$ cat src/design/mips_decode_pkg.sv
`default_nettype none

package mips_decode_pkg;

    typedef enum logic [7:0] {
        // SPECIAL function codes
        op_sll, op_srl, op_sra, op_sllv, op_srlv, op_srav,
        op_jr, op_jalr, op_syscall, op_break,
        op_mfhi, op_mthi, op_mflo, op_mtlo,
        op_mult, op_div,
        op_add, op_sub, op_and, op_or, op_xor, op_nor, op_slt,
        // branches, memory and jumps
        op_bltz, op_bgez, op_bltzal, op_bgezal,
        op_beq, op_bne, op_blez, op_bgtz,
        op_lu, op_lb, op_lh, op_lw, op_lwl, op_lwr,
        op_sb, op_sh, op_sw, op_swl, op_swr,
        op_cache, op_pref, op_j, op_jal,
        // coprocessor 0
        op_mfc0, op_mtc0, op_eret, op_wait,
        op_tlbr, op_tlbwi, op_tlbwr, op_tlbp,
        op_invalid
    } op_e;

    typedef union packed {
        struct packed {
            logic [5:0]  opcode;
            logic [4:0]  rs;
            logic [4:0]  rt;
            logic [15:0] imm;
        } i_fmt;
        struct packed {
            logic [5:0] opcode;
            logic [4:0] rs;
            logic [4:0] rt;
            logic [4:0] rd;
            logic [4:0] shamt;
            logic [5:0] funct;
        } r_fmt;
        struct packed {
            logic [5:0]  opcode;
            logic [25:0] target;
        } j_fmt;
    } inst_u;

    // 71 bits in total
    typedef struct packed {
        op_e         op;
        logic [4:0]  reg_s;
        logic [4:0]  reg_t;
        logic [4:0]  reg_d;    // R-type only
        logic [4:0]  shamt;    // R-type only
        logic [15:0] immediate;
        logic [25:0] target;   // J-type only
        logic        flag_unsigned;
    } decoded_t;

endpackage

`default_nettype wire

$ cat src/design/inst_receiver.sv
`timescale 1ns/1ps
`default_nettype none

module inst_receiver import mips_decode_pkg::*; (
    input  logic  clk,
    input  logic  rst_n,
    input  logic  in_req,
    input  inst_u in_word,
    input  logic  take,
    output logic  in_ack,
    output logic  word_valid,
    output inst_u word
);

    typedef enum logic {
        rx_idle,
        rx_ack
    } rx_state_e;

    rx_state_e state;
    logic      capture;

    // new request meets an empty slot while ack is low
    assign capture = (state == rx_idle) && in_req && !word_valid;
    assign in_ack  = (state == rx_ack);

    always_ff @(posedge clk or negedge rst_n) begin
        if (!rst_n) begin
            state      <= rx_idle;
            word_valid <= 1'b0;
        end else begin
            case (state)
                rx_idle: if (capture) state <= rx_ack;
                rx_ack:  if (!in_req) state <= rx_idle; // return to zero
                default: state <= rx_idle;
            endcase
            if (capture) begin
                word_valid <= 1'b1;
            end else if (take) begin
                word_valid <= 1'b0; // sender has it now
            end
        end
    end

    always_ff @(posedge clk) begin
        if (capture) begin
            word <= in_word;
        end
    end

endmodule

`default_nettype wire

$ cat src/design/id_i.sv
`timescale 1ns/1ps
`default_nettype none

module id_i import mips_decode_pkg::*; #(
    parameter bit with_tlb   = 1'b1,
    parameter bit with_cache = 1'b1
) (
    input  inst_u       inst,
    output op_e         op,
    output logic [4:0]  reg_s,
    output logic [4:0]  reg_t,
    output logic [15:0] immediate,
    output logic        flag_unsigned
);

    logic [5:0] opcode;
    logic [5:0] funct;
    logic       cache_bad;

    assign opcode    = inst.i_fmt.opcode;
    assign funct     = inst.r_fmt.funct; // only meaningful for COP0
    assign reg_s     = inst.i_fmt.rs;
    assign reg_t     = inst.i_fmt.rt;
    assign immediate = inst.i_fmt.imm;

    assign cache_bad = !with_cache || (reg_t == 5'b11000) || (&reg_t[2:1]);

    // addiu, sltiu, lbu, lhu
    assign flag_unsigned = (opcode == 6'h09) || (opcode == 6'h0b) ||
                           (opcode == 6'h24) || (opcode == 6'h25);

    always_comb begin
        op = op_invalid;
        case (opcode)
            6'h01: begin // REGIMM
                case (reg_t)
                    5'h00:   op = op_bltz;
                    5'h01:   op = op_bgez;
                    5'h10:   op = op_bltzal;
                    5'h11:   op = op_bgezal;
                    default: op = op_invalid;
                endcase
            end
            6'h04:         op = op_beq;
            6'h05:         op = op_bne;
            6'h06:         op = (reg_t == 5'h0) ? op_blez : op_invalid;
            6'h07:         op = (reg_t == 5'h0) ? op_bgtz : op_invalid;
            6'h08, 6'h09:  op = op_add;
            6'h0a, 6'h0b:  op = op_slt;
            6'h0c:         op = op_and;
            6'h0d:         op = op_or;
            6'h0e:         op = op_xor;
            6'h0f:         op = (reg_s == 5'h0) ? op_lu : op_invalid;
            6'h10: begin
                if (reg_s == 5'h0) begin
                    op = op_mfc0;
                end else if (reg_s == 5'h4) begin
                    op = op_mtc0;
                end else if (reg_s[4]) begin // CO bit
                    case (funct)
                        6'h18:   op = op_eret;
                        6'h20:   op = op_wait;
                        6'h01:   op = with_tlb ? op_tlbr : op_invalid;
                        6'h02:   op = with_tlb ? op_tlbwi : op_invalid;
                        6'h06:   op = with_tlb ? op_tlbwr : op_invalid;
                        6'h08:   op = with_tlb ? op_tlbp : op_invalid;
                        default: op = op_invalid;
                    endcase
                end
            end
            6'h20, 6'h24:  op = op_lb;
            6'h21, 6'h25:  op = op_lh;
            6'h22:         op = op_lwl;
            6'h23:         op = op_lw;
            6'h26:         op = op_lwr;
            6'h28:         op = op_sb;
            6'h29:         op = op_sh;
            6'h2a:         op = op_swl;
            6'h2b:         op = op_sw;
            6'h2e:         op = op_swr;
            6'h2f:         op = cache_bad ? op_invalid : op_cache;
            6'h33:         op = op_pref;
            default:       op = op_invalid;
        endcase
    end

endmodule

`default_nettype wire

$ cat src/design/id_r.sv
`timescale 1ns/1ps
`default_nettype none

module id_r import mips_decode_pkg::*; (
    input  inst_u inst,
    output op_e   op,
    output logic  flag_unsigned
);

    logic [5:0] funct;

    assign funct = inst.r_fmt.funct;

    // addu, subu, sltu, multu, divu
    assign flag_unsigned = (funct == 6'h21) || (funct == 6'h23) ||
                           (funct == 6'h2b) || (funct == 6'h19) ||
                           (funct == 6'h1b);

    always_comb begin
        case (funct)
            6'h00:        op = op_sll;
            6'h02:        op = op_srl;
            6'h03:        op = op_sra;
            6'h04:        op = op_sllv;
            6'h06:        op = op_srlv;
            6'h07:        op = op_srav;
            6'h08:        op = op_jr;
            6'h09:        op = op_jalr;
            6'h0c:        op = op_syscall;
            6'h0d:        op = op_break;
            6'h10:        op = op_mfhi;
            6'h11:        op = op_mthi;
            6'h12:        op = op_mflo;
            6'h13:        op = op_mtlo;
            6'h18, 6'h19: op = op_mult;
            6'h1a, 6'h1b: op = op_div;
            6'h20, 6'h21: op = op_add;
            6'h22, 6'h23: op = op_sub;
            6'h24:        op = op_and;
            6'h25:        op = op_or;
            6'h26:        op = op_xor;
            6'h27:        op = op_nor;
            6'h2a, 6'h2b: op = op_slt;
            default:      op = op_invalid;
        endcase
    end

endmodule

`default_nettype wire

$ cat src/design/decode_core.sv
`timescale 1ns/1ps
`default_nettype none

module decode_core import mips_decode_pkg::*; #(
    parameter bit with_tlb   = 1'b1,
    parameter bit with_cache = 1'b1
) (
    input  inst_u    word,
    output decoded_t dec
);

    op_e         i_op;
    op_e         r_op;
    logic [4:0]  i_reg_s;
    logic [4:0]  i_reg_t;
    logic [15:0] i_imm;
    logic        i_unsigned;
    logic        r_unsigned;
    logic        is_r;
    logic        is_j;

    id_i #(
        .with_tlb   (with_tlb),
        .with_cache (with_cache)
    ) i_id_i (
        .inst          (word),
        .op            (i_op),
        .reg_s         (i_reg_s),
        .reg_t         (i_reg_t),
        .immediate     (i_imm),
        .flag_unsigned (i_unsigned)
    );

    id_r i_id_r (
        .inst          (word),
        .op            (r_op),
        .flag_unsigned (r_unsigned)
    );

    assign is_r = (word.r_fmt.opcode == 6'h00);
    assign is_j = (word.j_fmt.opcode == 6'h02) || (word.j_fmt.opcode == 6'h03);

    always_comb begin
        dec.reg_s     = i_reg_s;
        dec.reg_t     = i_reg_t;
        dec.immediate = i_imm;
        dec.reg_d     = is_r ? word.r_fmt.rd : 5'd0;
        dec.shamt     = is_r ? word.r_fmt.shamt : 5'd0;
        dec.target    = is_j ? word.j_fmt.target : 26'd0;
        if (is_r) begin
            dec.op            = r_op;
            dec.flag_unsigned = r_unsigned;
        end else if (is_j) begin
            dec.op            = word.j_fmt.opcode[0] ? op_jal : op_j; // 3 is jal
            dec.flag_unsigned = 1'b0;
        end else begin
            dec.op            = i_op;
            dec.flag_unsigned = i_unsigned;
        end
    end

endmodule

`default_nettype wire

$ cat src/design/decode_sender.sv
`timescale 1ns/1ps
`default_nettype none

module decode_sender import mips_decode_pkg::*; (
    input  logic     clk,
    input  logic     rst_n,
    input  logic     word_valid,
    input  decoded_t dec,
    input  logic     out_ack,
    output logic     take,
    output logic     out_req,
    output decoded_t out_dec
);

    typedef enum logic [1:0] {
        tx_idle,
        tx_req,
        tx_drain
    } tx_state_e;

    tx_state_e state;

    assign take    = word_valid && (state == tx_idle);
    assign out_req = (state == tx_req);

    always_ff @(posedge clk or negedge rst_n) begin
        if (!rst_n) begin
            state <= tx_idle;
        end else begin
            case (state)
                tx_idle: begin
                    if (take) state <= tx_req;
                end
                tx_req: begin
                    if (out_ack) state <= tx_drain; // drop req next cycle
                end
                tx_drain: begin
                    // wait for the slave to release ack
                    if (!out_ack) state <= tx_idle;
                end
                default: state <= tx_idle;
            endcase
        end
    end

    always_ff @(posedge clk) begin
        if (take) begin
            out_dec <= dec;
        end
    end

endmodule

`default_nettype wire

$ cat src/design/inst_decode_top.sv
`timescale 1ns/1ps
`default_nettype none

module inst_decode_top import mips_decode_pkg::*; #(
    parameter bit with_tlb   = 1'b1,
    parameter bit with_cache = 1'b1
) (
    input  logic     clk,
    input  logic     rst_n,
    input  logic     in_req,
    input  inst_u    in_word,
    output logic     in_ack,
    output logic     out_req,
    output decoded_t out_dec,
    input  logic     out_ack
);

    logic     word_valid;
    logic     take;
    inst_u    word;
    decoded_t dec;

    inst_receiver i_receiver (
        .clk        (clk),
        .rst_n      (rst_n),
        .in_req     (in_req),
        .in_word    (in_word),
        .take       (take),
        .in_ack     (in_ack),
        .word_valid (word_valid),
        .word       (word)
    );

    decode_core #(
        .with_tlb   (with_tlb),
        .with_cache (with_cache)
    ) i_core (
        .word (word),
        .dec  (dec)
    );

    // output slot, second item in flight
    decode_sender i_sender (
        .clk        (clk),
        .rst_n      (rst_n),
        .word_valid (word_valid),
        .dec        (dec),
        .out_ack    (out_ack),
        .take       (take),
        .out_req    (out_req),
        .out_dec    (out_dec)
    );

endmodule

`default_nettype wire

$ cat config.mk
export PLATFORM = sky130hd
export DESIGN_NAME = inst_decode_top
export DESIGN_NICKNAME = d
export VERILOG_FILES = /design/src/design/mips_decode_pkg.sv /design/src/design/inst_receiver.sv /design/src/design/id_i.sv /design/src/design/id_r.sv /design/src/design/decode_core.sv /design/src/design/decode_sender.sv /design/src/design/inst_decode_top.sv
export SDC_FILE = /design/constraint.sdc
export NUM_CORES = 1
export LEC_CHECK = 0
export ABC_CLOCK_PERIOD_IN_PS = 19150
export BUFFER_PORTS_ARGS = -buffer_cell sky130_fd_sc_hd__buf_4
export CORE_UTILIZATION = 58
export DETAILED_ROUTE_END_ITERATION = 16
export PLACE_DENSITY_LB_ADDON = 0.05
export SYNTH_ARGS = -nofsm -noshare
export SYNTH_HDL_FRONTEND = slang
export SYNTH_SLANG_ARGS = --single-unit
$ cat constraint.sdc
create_clock -name clk -period 19.15 [get_ports clk]
set_clock_uncertainty 0.05 [all_clocks]
set_input_delay 1.915 -clock clk [delete_from_list [all_inputs] [get_ports clk]]
set_output_delay 1.915 -clock clk [all_outputs]
set_load 0.01 [all_outputs]
==> run summary <==
global-route wire length before repair = 15.11 mm
crit path max fanout = 50
hold crit path type = register to register
crit path time final = 3874 ps
synth cell count leaders = 101 x edfxtp_1, 37 x and2_1, 19 x nor2_1, 17 x nand2_1, 15 x a21oi_1
Longest Clk Path Bufs = 2
die extent in y = 93.90 um
Post-Syn Area = 0.004898 sq mm
GPL Wtd Cong = 0.9318
Setup WS pre-CTS = 14,970 ps
Core ar. = 0.008175 sq mm
setup TNS = 0 ps
Synth Flop Type = edfxtp_1
DR pass1 iterations = 5
GR Util All Layers = 0.2316
root buf cell = clkbuf_8
Leak Pwr = 2.242 nW
Vias = 3,337
dpl hpwl = 6.814 mm
outcome = finished, final reports clean
Cells after Synth = 371
Synth Warn # = 0
full die area = 0.008817 sq mm
Clock transition at path regs = 110 ps
critical path class = primary input to register
Crit path largest cell delay = 530 ps
#FFs+latches synth = 111
Pwr Density = 119.9 mW/mm^2
Crit path depth = 9
First DRT Iteration DRCs = 206
Critical Path Start Type = primary input
initial antenna violation count = 0
Syn Area/Cell = 13.20 sq um
Ports = 109
slowest CP cell = buf_4
layout cell share with drive strength beyond 1 = 0.2968
Slew Viols, Final = 0
Final Hold Slack = 423.1 ps
# DRC = 0
Worst-Skew Late Latency = 360 ps
Buf+Inv Stages, Crit Path = 3
Die X = 93.90 um
unrepaired setup endpoints after global routing = false
total inserted antenna cells = 0
crit path launch = in_req
grt ovf = 0
Setup crit end = i_core.i_id_r.op[0]$_DFF_P_
worst r2r path cells = 8
CP arrival = 4080 ps
final hold violations = 0
EDFF count, synth = 101
R2R Setup Slk = 16,460 ps
post-synth top area share = 0.6192
via/cell ratio = 5.753
routed len/inst = 16.88 um
CTS tree = built
# setup viols final = 0
# rows = 33
area grow syn2layout = 21.48%
relative slew slack = 0.4454
Initial Utilization = 0.5992
Crit path max-delay family = buffers and inverters
area leader, netlist = edfxtp_1
Most Frequent Cell on Critical Path = buf_4
Post-CTS Hold Buffers = 0
post-CTS sizing = 0
cell with the most instances after synthesis = edfxtp_1
CTS Buf Count = 9
final WL = 9.790 mm
number of H-tree levels = 3
Sink Count = 111
vias in the first global route = 2,889
FF-to-FF Start = i_receiver.in_ack$_DFF_PN0_
setup bufs post-CTS = 0
fmax = 0.2581 GHz
Fillers = 545
IO Port Bufs = 106
worst r2r dst = i_core.i_id_r.op[0]$_DFF_P_
Final ANT Viol Nets = 0
worst-path cell chain = buf_4 > nor3b_2 > buf_4 > mux2i_1 > inv_1 > ha_1 > o21ai_0 > a21oi_1 > o31a_1
worst slew pin tran = 831.9 ps
asr flop ratio synth = 0.03604
post-route setup slack = 15,280 ps
Critical Path End Type = register
max-cap violation count = 0
largest cells by area after synthesis = edfxtp_1 62%, and2_1 4.7%, dfxtp_1 2.5%
largest net degree at the start of global routing = 51
post-synth cell types = 71
crit share post-route = 0.2023
peak supply drop = 122.3 uV
nets@finish = 508
register area share after synthesis = 0.6641
Critical Path RT = 19,350 ps
## cell type report
class | count | area, sq um | share of cell area
Clock buffer | 9 | 123.9 | 0.02082
Clock inverter | 7 | 77.57 | 0.01304
Inverter | 7 | 26.28 | 0.004415
Multi-Input combinational cell | 232 | 1520 | 0.2555
Sequential cell | 111 | 3253 | 0.5467
Tap cell | 105 | 131.4 | 0.02208
Timing Repair Buffer | 109 | 818.3 | 0.1375
## placed cells by master (no fill, tap or decap), types with 5 or more instances in the layout
cell type | Yosys | routed
buf_4 | 6 | 109
clkbuf_8 | 0 | 9
edfxtp_1 | 101 | 101
nand3_1 | 7 | 7
nor2_1 | 19 | 19
o22ai_1 | 5 | 5
a21oi_1 | 15 | 15
nor2b_1 | 8 | 8
nor3_1 | 7 | 7
inv_1 | 6 | 6
and2_1 | 37 | 37
nand2_1 | 17 | 17
o211ai_1 | 5 | 5
o21ai_0 | 14 | 14
nand2b_1 | 7 | 7
dfxtp_1 | 6 | 6
mux2i_1 | 8 | 8
## how the worst min path moves through the flow
stage	startpoint	endpoint	slack (ps)	cells past startpoint
floorplan	i_receiver.word[2]$_DFFE_PP_	i_sender.out_dec[29]$_DFFE_PP_	370	0
global placement	i_receiver.word[8]$_DFFE_PP_	i_sender.out_dec[35]$_DFFE_PP_	390	0
detailed placement	i_receiver.word[13]$_DFFE_PP_	i_sender.out_dec[40]$_DFFE_PP_	400	0
CTS	i_receiver.word[13]$_DFFE_PP_	i_sender.out_dec[40]$_DFFE_PP_	420	0
global route	i_receiver.word[13]$_DFFE_PP_	i_sender.out_dec[40]$_DFFE_PP_	430	0
finish	i_receiver.word[13]$_DFFE_PP_	i_sender.out_dec[40]$_DFFE_PP_	420	0
## kinds of logic after synthesis
group / Yosys count / share of synthesized area
and+or+nand+nor: 136 / 0.1624
DFF: 111 / 0.6641
AOI/OAI and AO/OA: 74 / 0.1019
buffers and inverters: 29 / 0.02835
muxes: 13 / 0.02835
xor gates and xnor gates: 5 / 0.008942
adders and majority gates: 2 / 0.005108
other: 1 / 0.0007655
## flip-flops by register name (all words and copies together) (netlist names)
name and count:
i_sender.out_dec 69, i_receiver.in_ack 1, i_receiver.word 32, i_receiver.word_valid 1, i_sender.state 2, i_core.i_id_r.op 6
## where the power goes
group	switching (mW)	leakage, nW	internal, mW	total [mW]
clock network	0.0850	0.103	0.0519	0.137
logic	0.107	1.09	0.0886	0.196
registers	0.0360	1.05	0.344	0.380
## layer usage
metal,part of all wire,global-route usage,vias up,routed length (um)
met1,0.44,0.3367,1588,4310
met3,0.070,0.05178,15,686
met2,0.47,0.3516,143,4632
met5,0,0,-,0
li1,-,-,1591,-
met4,0.016,0.06667,0,161
## metrics by stage
step	area [sq um]	instances	power, mW	util
floorplan	4902	372	0.4914	-
global placement	5749	564	0.5746	0.7032
detailed placement	5749	564	0.5826	0.7032
CTS	5951	580	0.7168	0.7279
global route	5951	580	0.7489	0.7279
finish	5951	580	0.7132	0.7279
Power figures use the tool's default switching activity.
